==> config.mk <==
export PLATFORM = sky130hd
export DESIGN_NAME = corebus_switch_top
export DESIGN_NICKNAME = d
export VERILOG_FILES = /design/src/source/corebus_pkg.sv /design/src/source/corebus_request_if.sv /design/src/source/corebus_switch_top.sv /design/src/source/corebus_request_router.sv /design/src/source/corebus_request_fifo.sv
export SDC_FILE = /design/constraint.sdc
export NUM_CORES = 1
export LEC_CHECK = 0
export ABC_AREA = 1
export BUFFER_PORTS_ARGS = -buffer_cell sky130_fd_sc_hd__buf_2
export CAP_MARGIN = 20
export CORE_UTILIZATION = 43
export DETAILED_ROUTE_END_ITERATION = 6
export PLACE_DENSITY = 0.74
export SLEW_MARGIN = 20
export SYNTH_ARGS = -nofsm -noshare
export SYNTH_HDL_FRONTEND = slang
export SYNTH_HIERARCHICAL = 1
export SYNTH_SLANG_ARGS = --single-unit
==> constraint.sdc <==
create_clock -name i_clk -period 3.5 [get_ports i_clk]
set_input_delay 0.525 -clock i_clk [delete_from_list [all_inputs] [get_ports i_clk]]
set_output_delay 0.525 -clock i_clk [all_outputs]
set_load 0.03 [all_outputs]
==> src/source/corebus_pkg.sv <==
package corebus_pkg;

  //========================================
  // field widths
  //========================================
  localparam int ID_WIDTH     = 4;
  localparam int ADDR_WIDTH   = 16;
  localparam int LENGTH_WIDTH = 3;   // beats minus one
  localparam int DATA_WIDTH   = 32;

  //========================================
  // command codes
  //========================================
  typedef enum logic [1:0] {
    READ        = 2'd0,
    WRITE       = 2'd1,
    BCAST_WRITE = 2'd2   // posted, goes to all ports
  } command_type;

  //========================================
  // payloads
  //========================================
  // command channel, 25 bits
  typedef struct packed {
    command_type             command;
    logic [ID_WIDTH-1:0]     id;
    logic [ADDR_WIDTH-1:0]   address;  // top bits name the port
    logic [LENGTH_WIDTH-1:0] length;
  } command_t;

  // data channel, 33 bits
  typedef struct packed {
    logic [DATA_WIDTH-1:0] data;
    logic                  last;   // final beat of a burst
  } data_t;

  // address bits needed to name one of the ports
  function automatic int select_width(int ports);
    int width;
    width = $clog2(ports);
    return (width < 1) ? 1 : width;
  endfunction

endpackage
==> src/source/corebus_request_if.sv <==
interface corebus_request_if;
  logic                 mcmd_valid;
  logic                 scmd_accept;
  corebus_pkg::command_t mcmd;
  logic                 mdata_valid;
  logic                 sdata_accept;
  corebus_pkg::data_t    mdata;

  modport command_source (
    output mcmd_valid, mcmd,
    input  scmd_accept
  );

  modport data_source (
    output mdata_valid, mdata,
    input  sdata_accept
  );

  // route stage side
  modport sink (
    input  mcmd_valid, mcmd, mdata_valid, mdata,
    output scmd_accept, sdata_accept
  );

  modport monitor (
    input mcmd_valid, scmd_accept, mcmd,
    input mdata_valid, sdata_accept, mdata
  );
endinterface

==> src/source/corebus_switch_top.sv <==
module corebus_switch_top #(
  parameter int PORTS         = 4,
  parameter int COMMAND_DEPTH = 2,
  parameter int DATA_DEPTH    = 2
)(
  input  var logic                  i_clk,
  input  var logic                  i_rst_n,
  // upstream command
  input  var logic                  i_mcmd_valid,
  output var logic                  o_scmd_accept,
  input  var corebus_pkg::command_t i_mcmd,
  // upstream data
  input  var logic                  i_mdata_valid,
  output var logic                  o_sdata_accept,
  input  var corebus_pkg::data_t    i_mdata,
  // downstream command
  output var logic [PORTS-1:0]      o_mcmd_valid,
  input  var logic [PORTS-1:0]      i_scmd_accept,
  output var corebus_pkg::command_t o_mcmd,
  // downstream data
  output var logic [PORTS-1:0]      o_mdata_valid,
  input  var logic [PORTS-1:0]      i_sdata_accept,
  output var corebus_pkg::data_t    o_mdata
);
  corebus_request_if request_if();

  //========================================
  // upstream queues
  //========================================
  corebus_request_fifo #(
    .payload_t (corebus_pkg::command_t),
    .DEPTH     (COMMAND_DEPTH)
  ) u_command_fifo (
    .i_clk     (i_clk),
    .i_rst_n   (i_rst_n),
    .i_valid   (i_mcmd_valid),
    .o_accept  (o_scmd_accept),
    .i_payload (i_mcmd),
    .o_valid   (request_if.mcmd_valid),
    .i_accept  (request_if.scmd_accept),
    .o_payload (request_if.mcmd)
  );

  corebus_request_fifo #(
    .payload_t (corebus_pkg::data_t),
    .DEPTH     (DATA_DEPTH)
  ) u_data_fifo (
    .i_clk     (i_clk),
    .i_rst_n   (i_rst_n),
    .i_valid   (i_mdata_valid),
    .o_accept  (o_sdata_accept),
    .i_payload (i_mdata),
    .o_valid   (request_if.mdata_valid),
    .i_accept  (request_if.sdata_accept),
    .o_payload (request_if.mdata)
  );

  //========================================
  // route stage
  //========================================
  corebus_request_router #(
    .PORTS (PORTS)
  ) u_router (
    .i_clk          (i_clk),
    .i_rst_n        (i_rst_n),
    .up_if          (request_if.sink),
    .o_mcmd_valid   (o_mcmd_valid),
    .i_scmd_accept  (i_scmd_accept),
    .o_mcmd         (o_mcmd),
    .o_mdata_valid  (o_mdata_valid),
    .i_sdata_accept (i_sdata_accept),
    .o_mdata        (o_mdata)
  );
endmodule

==> src/source/corebus_request_router.sv <==
module corebus_request_router #(
  parameter int PORTS = 4
)(
  input  var logic                  i_clk,
  input  var logic                  i_rst_n,
  corebus_request_if.sink           up_if,
  // downstream command
  output var logic [PORTS-1:0]      o_mcmd_valid,
  input  var logic [PORTS-1:0]      i_scmd_accept,
  output var corebus_pkg::command_t o_mcmd,
  // downstream data
  output var logic [PORTS-1:0]      o_mdata_valid,
  input  var logic [PORTS-1:0]      i_sdata_accept,
  output var corebus_pkg::data_t    o_mdata
);
  localparam int SELECT_WIDTH = corebus_pkg::select_width(PORTS);
  localparam int SELECT_LSB   = corebus_pkg::ADDR_WIDTH - SELECT_WIDTH;

  logic [SELECT_WIDTH-1:0] select;
  logic                    is_bcast;
  logic                    is_write;
  logic [PORTS-1:0]        command_mask;
  logic [PORTS-1:0]        command_done;
  logic [PORTS-1:0]        command_take;
  logic                    command_offer;
  logic                    command_pop;

  logic                    burst_pending;
  logic [PORTS-1:0]        data_mask;
  logic [PORTS-1:0]        data_done;
  logic [PORTS-1:0]        data_take;
  logic                    data_offer;
  logic                    data_pop;

  // same head item goes to every port
  always_comb begin
    o_mcmd  = up_if.mcmd;
    o_mdata = up_if.mdata;
  end

  //========================================
  // command routing
  //========================================
  always_comb begin
    select   = up_if.mcmd.address[SELECT_LSB+:SELECT_WIDTH];
    is_bcast = up_if.mcmd.command == corebus_pkg::BCAST_WRITE;
    is_write = up_if.mcmd.command inside {corebus_pkg::WRITE, corebus_pkg::BCAST_WRITE};
    for (int i = 0; i < PORTS; i++) begin
      command_mask[i] = is_bcast || (select == SELECT_WIDTH'(i));
    end
  end

  // held back while a write burst is still open
  always_comb begin
    command_offer = up_if.mcmd_valid && !burst_pending;
    o_mcmd_valid  = {PORTS{command_offer}} & command_mask & ~command_done;
    command_take  = o_mcmd_valid & i_scmd_accept;
    // an unmapped select has an empty mask and is dropped
    command_pop   = command_offer &&
                    (((command_done | command_take) & command_mask) == command_mask);
    up_if.scmd_accept = command_pop;
  end

  always_ff @(posedge i_clk, negedge i_rst_n) begin
    if (!i_rst_n) begin
      command_done <= '0;
    end else if (command_pop) begin
      command_done <= '0;
    end else begin
      command_done <= command_done | command_take;
    end
  end

  //========================================
  // write burst tracking
  //========================================
  always_ff @(posedge i_clk, negedge i_rst_n) begin
    if (!i_rst_n) begin
      burst_pending <= 1'b0;
      data_mask     <= '0;
    end else if (command_pop && is_write) begin
      burst_pending <= 1'b1;
      data_mask     <= command_mask;
    end else if (data_pop && up_if.mdata.last) begin
      burst_pending <= 1'b0;
    end
  end

  always_comb begin
    data_offer    = up_if.mdata_valid && burst_pending;
    o_mdata_valid = {PORTS{data_offer}} & data_mask & ~data_done;
    data_take     = o_mdata_valid & i_sdata_accept;
    data_pop      = data_offer &&
                    (((data_done | data_take) & data_mask) == data_mask);
    up_if.sdata_accept = data_pop;
  end

  // per-port done flags for the current beat
  always_ff @(posedge i_clk, negedge i_rst_n) begin
    if (!i_rst_n) begin
      data_done <= '0;
    end else if (data_pop) begin
      data_done <= '0;
    end else begin
      data_done <= data_done | data_take;
    end
  end
endmodule

==> src/source/corebus_request_fifo.sv <==
module corebus_request_fifo #(
  parameter type payload_t = logic,
  parameter int  DEPTH     = 2
)(
  input  var logic     i_clk,
  input  var logic     i_rst_n,
  // write side
  input  var logic     i_valid,
  output var logic     o_accept,
  input  var payload_t i_payload,
  // read side
  output var logic     o_valid,
  input  var logic     i_accept,
  output var payload_t o_payload
);
  localparam int PTR_WIDTH   = (DEPTH > 1) ? $clog2(DEPTH) : 1;
  localparam int COUNT_WIDTH = $clog2(DEPTH + 1);

  payload_t               mem [DEPTH];
  logic [PTR_WIDTH-1:0]   wr_ptr;
  logic [PTR_WIDTH-1:0]   rd_ptr;
  logic [COUNT_WIDTH-1:0] count;
  logic [COUNT_WIDTH-1:0] count_next;
  logic                   push;
  logic                   pop;

  always_comb begin
    push      = i_valid && o_accept;
    pop       = o_valid && i_accept;
    o_valid   = count != '0;
    o_payload = mem[rd_ptr];   // no bypass
  end

  always_comb begin
    count_next = count;
    if (push && !pop) begin
      count_next = count + COUNT_WIDTH'(1);
    end else if (pop && !push) begin
      count_next = count - COUNT_WIDTH'(1);
    end
  end

  // ring pointers, wrap at DEPTH
  always_ff @(posedge i_clk, negedge i_rst_n) begin
    if (!i_rst_n) begin
      wr_ptr <= '0;
      rd_ptr <= '0;
      count  <= '0;
    end else begin
      if (push) begin
        wr_ptr <= (wr_ptr == PTR_WIDTH'(DEPTH - 1)) ? '0 : wr_ptr + PTR_WIDTH'(1);
      end
      if (pop) begin
        rd_ptr <= (rd_ptr == PTR_WIDTH'(DEPTH - 1)) ? '0 : rd_ptr + PTR_WIDTH'(1);
      end
      count <= count_next;
    end
  end

  // accept follows the fill count only, low through reset
  always_ff @(posedge i_clk, negedge i_rst_n) begin
    if (!i_rst_n) begin
      o_accept <= 1'b0;
    end else begin
      o_accept <= count_next != COUNT_WIDTH'(DEPTH);
    end
  end

  always_ff @(posedge i_clk) begin
    if (push) begin
      mem[wr_ptr] <= i_payload;
    end
  end
endmodule

==> impl_metrics.env, run 1 <==
export IMPL_totalWireLength_um=10860
export IMPL_setup_viol=0
export IMPL_finClkSkew_ns=0.007453
export IMPL_clock_sinks=139
export IMPL_synth_distinct_cells=31
export IMPL_critical_path_top_delay_family="buffers and inverters"
export IMPL_hpwl_um=7428
export IMPL_p_leak_nw=3.319
export IMPL_path_max_fanout=26
export IMPL_die_h_um=123.3
export IMPL_drv_slew=0
export IMPL_cpPeakStageDelay_ns=0.32
export IMPL_final_layout_size_suffix_gt1_share_pct=41.65
export IMPL_cp_data_arrival_time_ns=2.17
export IMPL_via_per_inst=4.661
export IMPL_root_buffer="clkbuf_16"
export IMPL_max_vdd_ir_drop_uv=585.5
export IMPL_min_period_over_period_pct=77.09
export IMPL_coreArea_um2=14100
export IMPL_synth_top_area_cell="edfxtp_1"
export IMPL_cts_resized=0
export IMPL_gr_usage_met3_pct=5.720
export IMPL_cts_htree_levels=4
export IMPL_syn_avg_cell_area_um2=12.01
export IMPL_cp_slowest_cell="dfrtp_1"
export IMPL_cts_made_buffers=17
export IMPL_drt_initial_drc_count=188
export IMPL_rows=43
export IMPL_path_class="flop to primary output"
export IMPL_clkLatencyLatePin_ns=0.41
export IMPL_clk_pin_slew_worst_paths_ns=0.06
export IMPL_crit_path_start_kind="flop"
export IMPL_cts_path_max_buffers=2
export IMPL_cp_buffers_inverters=5
export IMPL_ys_flop_type="edfxtp_1"
export IMPL_grtUsageMet2_pct=25.35
export IMPL_slew_headroom_pct=33.28
export IMPL_die_area_um2=15200
export IMPL_gr_usage_met1_pct=16.98
export IMPL_fin_crit_ns=2.698
export IMPL_cts_tree="yes"
export IMPL_initial_core_util_pct=44.89
export IMPL_fin_cells=809
export IMPL_dp_cells=778
export IMPL_endpoint_kind="primary output"
export IMPL_maxCapViolCount=0
export IMPL_rsz0062_at_grt="no"
export IMPL_crit_top_cell="nand2_1"
export IMPL_dieWidth_um=123.3
export IMPL_r2r_slack_ns=1.04
export IMPL_wire_per_inst_um=13.42
export IMPL_grt_busiest_layer="met2"
export IMPL_synth_edff_count=116
export IMPL_rr_endpoint="u_command_fifo/o_accept$_DFF_PN0_"
export IMPL_netlist_instances=527
export IMPL_antenna_cells=0
export IMPL_ant_nets=0
export IMPL_hold_class="input pin to async pin"
export IMPL_post_cts_buffers=0
export IMPL_yosysSeqAreaShare_pct=64.15
export IMPL_syn_nets=600
export IMPL_routabilityCongestion=0.7940
export IMPL_grt_pass1_wl_um=16990
export IMPL_tightest_slew_ns=0.9984
export IMPL_synthToLayoutAreaGrowth_pct=14.85
export IMPL_grt_overflow=0
export IMPL_antenna_found_initial=1
export IMPL_cts_hold_buf=0
export IMPL_synth_async_reset_ratio_pct=16.55
export IMPL_cp_cell_sequence="buf_4 > inv_4 > nand2_1 > nand2_1 > inv_1 > ha_1 > inv_2 > o21ai_1 > nand2_1 > nor2_1 > buf_2"
export IMPL_vias=3771
export IMPL_io_buffer_count=137
export IMPL_grt_pass1_vias=3769
export IMPL_synth_seq_cells=139
export IMPL_drt_first_pass_iters=4
export IMPL_yosys_area_top_type_share_pct=55.05
export IMPL_worstReg2RegStart="u_command_fifo/rd_ptr$_DFFE_PN0P_"
export IMPL_grt_usage_pct=15.14
export IMPL_r2r_cells=16
export IMPL_grt_max_degree=35
export IMPL_p_per_area_nw_per_um2=989.2
export IMPL_ys_warn_count=6
export IMPL_required_ns=2.97
export IMPL_fin_nets=690
export IMPL_n_fill_cell=1205
export IMPL_hold_violations=0
export IMPL_fin_setup_tns_ns=0
export IMPL_max_clock_freq_mhz=370.6
export IMPL_top_level_ports=138
export IMPL_syn_cell_area_um2=6327
export IMPL_outcome="finished clean"
export IMPL_synth_area_leaders="edfxtp_1 (55%), nand2_1 (9.1%), dfrtp_1 (9.1%)"
export IMPL_drc=0
-- cell type report --
class / count / area (um2) / area share [%]
clock buffer: 17 / 425.4 / 5.854
clock inverter: 14 / 131.4 / 1.808
inverter: 36 / 145.1 / 1.997
multi-input combinational: 282 / 1565 / 21.54
sequential: 139 / 4059 / 55.85
tap: 180 / 225.2 / 3.099
timing repair buffer: 141 / 715.7 / 9.848
-- report_power, final --
part / internal, W / switching [W]
Sequential: 0.00227 / 0.000169
Combinational: 0.000842 / 0.00224
Clock: 0.00103 / 0.000639
Total: 0.00414 / 0.00305
-- Yosys cell counts (3+ instances only) --
cell and number:
dfrtp_1 23, o211ai_1 4, inv_1 27, edfxtp_1 116, xor2_1 4, buf_12 3
nor2_1 11, nand3_1 11, nand2_2 43, a21oi_1 6, nor2_2 3, inv_2 6
nand2_4 31, buf_4 61, ha_1 3, nand2_1 154, buf_6 4
-- per-stage QoR --
step	power [W]	setup WS [ns]	hold slack [ns]	instance area (um2)	util, %
global route	0.007644	0.6039	0.1012	7267	51.55
global placement	0.005488	1.165	0.4597	6710	47.60
CTS	0.007271	0.7777	0.08156	7267	51.55
finish	0.007188	0.8019	0.07806	7267	51.55
detailed placement	0.005582	1.056	0.4621	6710	47.60
floorplan	0.005383	0.9972	0.2294	6327	-
-- cells by family (layout without fill, tap and decap cells) --
logic type / after synthesis / after routing / share of synthesized area, %
adder cells (fa/ha/maj): 3 / 3 / 0.5933
XOR/XNOR: 4 / 4 / 0.5536
buffers and inverters: 106 / 208 / 11.43
flip-flops: 139 / 139 / 64.15
AND/OR/NAND/NOR: 259 / 259 / 21.67
AO/OA/AOI/OAI: 16 / 16 / 1.602
-- cells in the final DEF, fill, tap and decap left out, types with 5 or more instances in the layout --
cell type,count
inv_2,6
nor2_1,7
a21oi_1,6
nand2_1,154
dfrtp_1,23
nand2_2,43
clkinvlp_4,5
clkbuf_16,17
nand3_1,11
nand2_4,31
buf_2,137
clkinv_1,5
nor2_2,5
edfxtp_1,116
inv_1,27
-- routing by layer --
| metal | routed length, um | vias up | share of wire [%] |
|---|---|---|---|
| li1 | - | 1842 | - |
| met1 | 4431 | 1763 | 41 |
| met2 | 5275 | 144 | 49 |
| met3 | 919 | 20 | 8.5 |
| met4 | 223 | 2 | 2.1 |
| met5 | 10 | - | 0.092 |
-- how the worst max path moves through the flow --
stage / startpoint / to / slack [ns] / depth (start not counted)
floorplan: u_data_fifo/o_accept$_DFF_PN0_ / u_data_fifo/mem[0][0]$_DFFE_PP_ / 1.0 / 2
global placement: u_command_fifo/rd_ptr$_DFFE_PN0P_ / u_command_fifo/o_accept$_DFF_PN0_ / 1.16 / 16
detailed placement: u_command_fifo/rd_ptr$_DFFE_PN0P_ / u_command_fifo/o_accept$_DFF_PN0_ / 1.06 / 16
CTS: u_command_fifo/rd_ptr$_DFFE_PN0P_ / o_mcmd_valid[0] / 0.78 / 11
global route: u_command_fifo/rd_ptr$_DFFE_PN0P_ / o_mcmd_valid[0] / 0.60 / 11
finish: u_command_fifo/rd_ptr$_DFFE_PN0P_ / o_mcmd_valid[0] / 0.80 / 11
-- state kept, by name (all words and copies together), names as in the netlist, 2 cells and up --
name and flops:
u_command_fifo/count 2, u_command_fifo/mem 50, u_data_fifo/count 2, u_data_fifo/mem 66, u_router/command_done 4, u_router/data_done 4, u_router/data_mask 4
Power figures use the tool's default switching activity.
==> inputs of run 2 (changes only) <==
- clock period: 3.5 -> 2.6 ns (I/O delays scaled with it)
==> run 2 against run 1 <==
Sequential share of layout area down 0.51 points. Sequential power up 36%. Design area up 0.95%. First-iteration DRC count down 24%. Clock power up 39%. Global-route usage up 0.61 points. Clock skew up 0.0015 ns. Clock-buffer cell count up 1. Highest routed layer unchanged.
==> impl_metrics.env, run 2 (synthesis results as in run 1) <==
export IMPL_outcome="finished clean"
export IMPL_crit_path_start_kind="flop"
export IMPL_maxCapViolCount=0
export IMPL_required_ns=2.21
export IMPL_gr_usage_met1_pct=16.19
export IMPL_synthToLayoutAreaGrowth_pct=15.94
export IMPL_fin_setup_tns_ns=0
export IMPL_clock_sinks=139
export IMPL_clk_pin_slew_worst_paths_ns=0.06
export IMPL_clkLatencyLatePin_ns=0.42
export IMPL_die_area_um2=15200
export IMPL_max_vdd_ir_drop_uv=647.2
export IMPL_min_period_over_period_pct=89.41
export IMPL_final_layout_size_suffix_gt1_share_pct=42.61
export IMPL_path_max_fanout=13
export IMPL_clkPwrFrac_pct=23.5
export IMPL_max_clock_freq_mhz=430.2
export IMPL_root_buffer="clkbuf_16"
export IMPL_combPwrFrac_pct=42.9
export IMPL_p_switching_w=0.004215
export IMPL_fin_area_um2=7336
export IMPL_die_h_um=123.3
export IMPL_gr_usage_met3_pct=6.365
export IMPL_p_leak_nw=3.359
export IMPL_antenna_cells=0
export IMPL_internal_power_w=0.005628
export IMPL_grt_pass1_wl_um=17560
export IMPL_sw_frac_of_total_pct=42.82
export IMPL_fin_crit_ns=2.325
export IMPL_grt_max_degree=35
export IMPL_routabilityCongestion=0.7729
export IMPL_cts_htree_levels=4
export IMPL_slew_headroom_pct=65.03
export IMPL_top_level_ports=138
export IMPL_antenna_found_initial=1
export IMPL_via_per_inst=4.669
export IMPL_layout_common_cells="nand2_1 (154), buf_2 (137), edfxtp_1 (116)"
export IMPL_coreArea_um2=14100
export IMPL_drv_slew=0
export IMPL_hold_violations=0
export IMPL_top_regs="u_data_fifo/mem (66), u_command_fifo/mem (50)"
export IMPL_grtUsageMet2_pct=27.58
export IMPL_whs_ns=0.1544
export IMPL_cts_tree="yes"
export IMPL_rows=43
export IMPL_cts_made_buffers=17
export IMPL_ant_nets=0
export IMPL_grt_pass1_vias=3796
export IMPL_wire_per_inst_um=13.86
export IMPL_dieWidth_um=123.3
export IMPL_totalWireLength_um=11310
export IMPL_finClkSkew_ns=0.008925
export IMPL_hpwl_um=7734
export IMPL_tightest_slew_ns=0.5245
export IMPL_vias=3810
export IMPL_top_register="u_data_fifo/mem"
export IMPL_drt_first_pass_iters=5
export IMPL_r2r_slack_ns=0.40
export IMPL_rsz0062_at_grt="no"
export IMPL_path_class="flop to primary output"
export IMPL_p_per_area_nw_per_um2=1342
export IMPL_grt_usage_pct=15.74
export IMPL_placed_cell_area_um2=6725
export IMPL_endpoint_kind="primary output"
export IMPL_grt_busiest_layer="met2"
export IMPL_setup_viol=0
export IMPL_grt_overflow=0
export IMPL_drc=0
export IMPL_drt_initial_drc_count=142
export IMPL_cp_data_arrival_time_ns=1.93
export IMPL_largest_reg_flops=66
export IMPL_initial_core_util_pct=44.89
export IMPL_final_common_cell="nand2_1"
export IMPL_p_seq_share_pct=33.5
export IMPL_cts_path_max_buffers=2
export IMPL_io_buffer_count=137
export IMPL_fin_nets=696
export IMPL_n_fill_cell=1221
export IMPL_hold_class="input pin to flop"
## run 2: cell types whose count changed in the layout (fill, tap and decap cells not counted), sizes merged
cell | previous run | this run
clkinvlp | 5 | 4
dlygate4sd3 | 0 | 1
inv | 35 | 36
buf | 141 | 145
clkinv | 8 | 9
clkbuf | 17 | 18
## run 2: power by group through the flow
stage               Clock, W  Combinational (W)  Sequential (W)
floorplan                  0            0.00394         0.00330
global route         0.00246            0.00464         0.00335
finish               0.00232            0.00423         0.00330
CTS                  0.00237            0.00424         0.00330
global placement           0            0.00409         0.00331
detailed placement         0            0.00422         0.00334
## run 2: metrics by stage
| step | worst slack [ns] | total power, W | utilization [%] | cells |
|---|---|---|---|---|
| 6_report | 0.2753 | 0.009843 | 52.04 | 816 |
| 3_5_place_dp | 0.2663 | 0.007558 | 47.71 | 780 |
| 2_1_floorplan | 0.09722 | 0.007246 | - | 527 |
| 5_1_grt | 0.04113 | 0.01045 | 52.04 | 816 |
| 4_1_cts | 0.1025 | 0.009909 | 51.87 | 813 |
| 3_3_place_gp | 0.4078 | 0.007399 | 47.71 | 780 |
## run 2: repair_timing
action,CTS,global route
gates resized for setup,0,3
endpoints found under the hold margin,23,0
hold buffers,1,0
setup endpoints to repair,0,3
buffers inserted,0,2
## run 2: worst max-delay path: stages (launching register included)
cell      delay (ns)
dfrtp_2         0.42
clkinv_4        0.14
nand2_1         0.08
nand2_1         0.06
inv_1           0.06
ha_1            0.15
inv_2           0.05
o21ai_1         0.13
nand2_1         0.08
nor2_1          0.13
buf_2           0.22
## run 2: layout make-up
cell class,instances,area (um2),share of cell area [%]
Sequential cell,139,4060,55.35
Multi-Input combinational cell,282,1565,21.34
Timing Repair Buffer,146,755.7,10.30
Clock buffer,18,429.2,5.850
Tap cell,180,225.2,3.070
Clock inverter,14,147.6,2.013
Inverter,36,147.6,2.013
Timing Repair inverter,1,5.005,0.06822
## run 2: routing by layer
| layer | vias to the layer above | share of wire, % |
|---|---|---|
| li1 | 1853 | - |
| met5 | - | 0.071 |
| met1 | 1799 | 40 |
| met2 | 135 | 50 |
| met3 | 21 | 8.1 |
| met4 | 2 | 2.2 |
## run 2: path summary, 6_finish.rpt
path	from	endpoint	cells after the start
min reg2reg	u_router/data_mask[0]$_DFFE_PN0P_	u_router/data_mask[0]$_DFFE_PN0P_	2
max reg2reg	u_command_fifo/rd_ptr$_DFFE_PN0P_	u_command_fifo/o_accept$_DFF_PN0_	15
max	u_command_fifo/rd_ptr$_DFFE_PN0P_	o_mcmd_valid[0]	10
min in group asynchronous	i_rst_n	u_router/data_done[2]$_DFF_PN0_	2
min	i_mcmd[16]	u_command_fifo/mem[0][16]$_DFFE_PP_	1
max in group asynchronous	i_rst_n	u_command_fifo/rd_ptr$_DFFE_PN0P_	2
==> inputs of run 3 (changes only) <==
- CORE_UTILIZATION: 43 -> 33
- PLACE_DENSITY: 0.74 -> 0.62
- SYNTH_HIERARCHICAL: 1 -> default
==> run 3 against run 2 <==
Cell count down 3.2%. Utilization down 7.7 points. Clock-buffer cell count down 1. Sequential cell count unchanged. Synthesized cell count down 23%. Via count down 10%. Hold slack better by 0.011 ns. Combinational power down 12%. Die area up 13%. Critical path depth down 1. Maximum frequency down 3.7%. Sequential power down 2%. Largest power group unchanged.
==> impl_metrics.env, run 3 <==
export IMPL_ys_flop_type="edfxtp_1"
export IMPL_wire_per_inst_um=13.53
export IMPL_die_h_um=131.3
export IMPL_hold_class="input pin to flop"
export IMPL_synth_edff_count=116
export IMPL_drv_slew=0
export IMPL_slew_headroom_pct=64.00
export IMPL_grt_overflow=0
export IMPL_rr_endpoint="u_router.data_mask[2]$_DFFE_PN0P_"
export IMPL_met2_length_um=5127
export IMPL_tightest_slew_ns=0.5401
export IMPL_top_register="u_data_fifo.mem"
export IMPL_register_area_um2=4060
export IMPL_fin_ws_ns=0.1854
export IMPL_routabilityCongestion=0.8040
export IMPL_totalWireLength_um=10690
export IMPL_final_common_cell="buf_2"
export IMPL_layout_common_cells="buf_2 (136), nand2_1 (122), edfxtp_1 (116)"
export IMPL_maxUsedRoutingLayer="met4"
export IMPL_top_regs="u_data_fifo.mem (66), u_command_fifo.mem (50)"
export IMPL_total_power_w=0.009368
export IMPL_hpwl_um=7351
export IMPL_cts_tree="yes"
export IMPL_cts_htree_levels=4
export IMPL_fin_nets=635
export IMPL_dieWidth_um=131.3
export IMPL_clk_pin_slew_worst_paths_ns=0.06
export IMPL_fin_crit_ns=2.415
export IMPL_syn_cell_area_um2=5519
export IMPL_endpoint_kind="primary output"
export IMPL_syn_avg_cell_area_um2=13.59
export IMPL_final_layout_size_suffix_gt1_share_pct=41.81
export IMPL_drt_initial_drc_count=116
export IMPL_n_fill_cell=1482
export IMPL_wl_met3_um=996
export IMPL_path_max_fanout=4
export IMPL_yosys_area_top_type_share_pct=63.11
export IMPL_crit_path_start_kind="flop"
export IMPL_grt_pass1_wl_um=17370
export IMPL_grt_usage_pct=13.13
export IMPL_root_buffer="clkbuf_16"
export IMPL_crit_top_cell="inv_1"
export IMPL_dp_cells=757
export IMPL_synth_async_reset_ratio_pct=16.55
export IMPL_synthTopCellsByCount="nand2_1 (122), edfxtp_1 (116), inv_1 (34)"
export IMPL_antenna_found_initial=0
export IMPL_grt_pass1_vias=3541
export IMPL_clkLatencyLatePin_ns=0.41
export IMPL_pre_cts_slack_ns=0.3795
export IMPL_cts_made_buffers=17
export IMPL_antenna_cells=0
export IMPL_multi_input_comb_area_um2=1294
export IMPL_initial_core_util_pct=34.25
export IMPL_synth_top_area_cell="edfxtp_1"
export IMPL_r2r_slack_ns=0.61
export IMPL_die_area_um2=17240
export IMPL_rows=46
export IMPL_clock_sinks=139
export IMPL_coreArea_um2=16120
export IMPL_synth_seq_cells=139
export IMPL_via_per_inst=4.327
export IMPL_syn_nets=479
export IMPL_largest_reg_flops=66
export IMPL_cp_slowest_cell="dfrtp_2"
export IMPL_setup_viol=0
export IMPL_max_clock_freq_mhz=414.2
export IMPL_whs_endpoint="u_command_fifo.mem[0][21]$_DFFE_PP_"
export IMPL_finClkSkew_ns=0.008273
export IMPL_drc=0
export IMPL_fin_util_pct=44.36
export IMPL_min_from="i_mcmd[21]"
export IMPL_ys_warn_count=0
export IMPL_cts_path_max_buffers=2
export IMPL_synth_distinct_cells=34
export IMPL_cpPeakStageDelay_ns=0.41
export IMPL_grt_max_degree=34
export IMPL_io_buffer_count=137
export IMPL_worstReg2RegStart="u_command_fifo.rd_ptr$_DFFE_PN0P_"
export IMPL_yosysSeqAreaShare_pct=73.54
export IMPL_netlist_instances=406
export IMPL_top_level_ports=138
export IMPL_p_leak_nw=3.084
export IMPL_required_ns=2.21
export IMPL_wl_met1_um=4441
export IMPL_hold_violations=0
export IMPL_min_period_over_period_pct=92.87
export IMPL_yosysMostFrequentCell="nand2_1"
export IMPL_hold_depth=1
export IMPL_ant_nets=0
export IMPL_cp_data_arrival_time_ns=2.02
export IMPL_cp_cell_sequence="inv_4 > or2_2 > o21ai_0 > ha_1 > inv_1 > nand2_1 > inv_1 > nor3_2 > buf_2"
export IMPL_path_class="flop to primary output"
export IMPL_p_per_area_nw_per_um2=1311
export IMPL_drt_first_pass_iters=4
export IMPL_fin_setup_tns_ns=0
export IMPL_vias=3418
export IMPL_maxCapViolCount=0
export IMPL_synth_area_leaders="edfxtp_1 (63%), dfrtp_1 (10%), nand2_1 (8.3%)"
export IMPL_synthToLayoutAreaGrowth_pct=29.52
export IMPL_r2r_cells=15
export IMPL_fin_cells=790
export IMPL_outcome="finished clean"
export IMPL_max_vdd_ir_drop_uv=586.3
## run 3: cell count changes after synthesis, moves of 30 or more
cell,change
nand2_2,-32
mux2_2,+33
buf_4,-60
nand2_4,-30
nand2_1,-32
## run 3: stage by stage
stage          hold slack (ns)  area, um2
2_1_floorplan          0.09441       5524
3_3_place_gp            0.4015       6518
3_5_place_dp            0.4152       6518
4_1_cts                 0.1357       7128
5_1_grt                 0.1385       7148
6_report                0.1654       7148
## run 3: worst max path at each step
stage | from | end | cells past startpoint
after global routing | u_command_fifo.rd_ptr$_DFFE_PN0P_ | o_mcmd_valid[1] | 9
after global placement | u_command_fifo.rd_ptr$_DFFE_PN0P_ | o_mcmd_valid[2] | 10
after floorplan | u_data_fifo.o_accept$_DFF_PN0_ | u_data_fifo.mem[0][0]$_DFFE_PP_ | 2
final | u_command_fifo.rd_ptr$_DFFE_PN0P_ | o_mcmd_valid[2] | 9
after detailed placement | u_command_fifo.rd_ptr$_DFFE_PN0P_ | u_router.data_mask[3]$_DFFE_PN0P_ | 15
after CTS | u_command_fifo.rd_ptr$_DFFE_PN0P_ | o_mcmd_valid[2] | 9
## run 3: worst max-delay path, delay by kind of cell, from the launching register on
family / cells / cell delay [ns]
fa+ha+maj: 1 / 0.18
compound gates: 1 / 0.11
simple gates: 3 / 0.49
flops: 1 / 0.41
buf+inv: 4 / 0.42
## run 3: cell type report
cell class | instances | area share (%)
Inverter | 39 | 2.083
Clock inverter | 14 | 2.398
Tap cell | 216 | 3.781
Multi-Input combinational cell | 218 | 18.10
Clock buffer | 17 | 5.951
Timing Repair Buffer | 147 | 10.89
Sequential cell | 139 | 56.80
## run 3: what timing repair did
| item | 4_1_cts | 5_1_grt |
|---|---|---|
| hold buffers | 1 | 0 |
| hold endpoints to repair | 23 | 0 |
| gates cloned | 0 | 0 |
| gates resized for setup | 1 | 4 |
| endpoints found under the setup margin | 4 | 4 |
| buffers inserted | 0 | 1 |
## run 3: where the power goes
group | leakage (nW) | total (W) | internal, W | switching [W]
Clock | 0.287 | 0.00241 | 0.00151 | 0.000900
Sequential | 1.35 | 0.00323 | 0.00304 | 0.000190
Combinational | 1.44 | 0.00373 | 0.00117 | 0.00256
Total | 3.08 | 0.00937 | 0.00572 | 0.00365
## run 3: kinds of logic after synthesis
family	share of synthesized area, %
simple gates	12.67
flops	73.54
buf+inv	3.469
mux	6.733
compound gates	2.267
xor+xnor	0.6347
fa+ha+maj	0.6802
## run 3: routing by layer
metal	vias up	GRT usage [%]
met3	11	6.443
met1	1612	14.65
met4	0	5.233
li1	1688	-
met5	-	0
met2	107	21.42
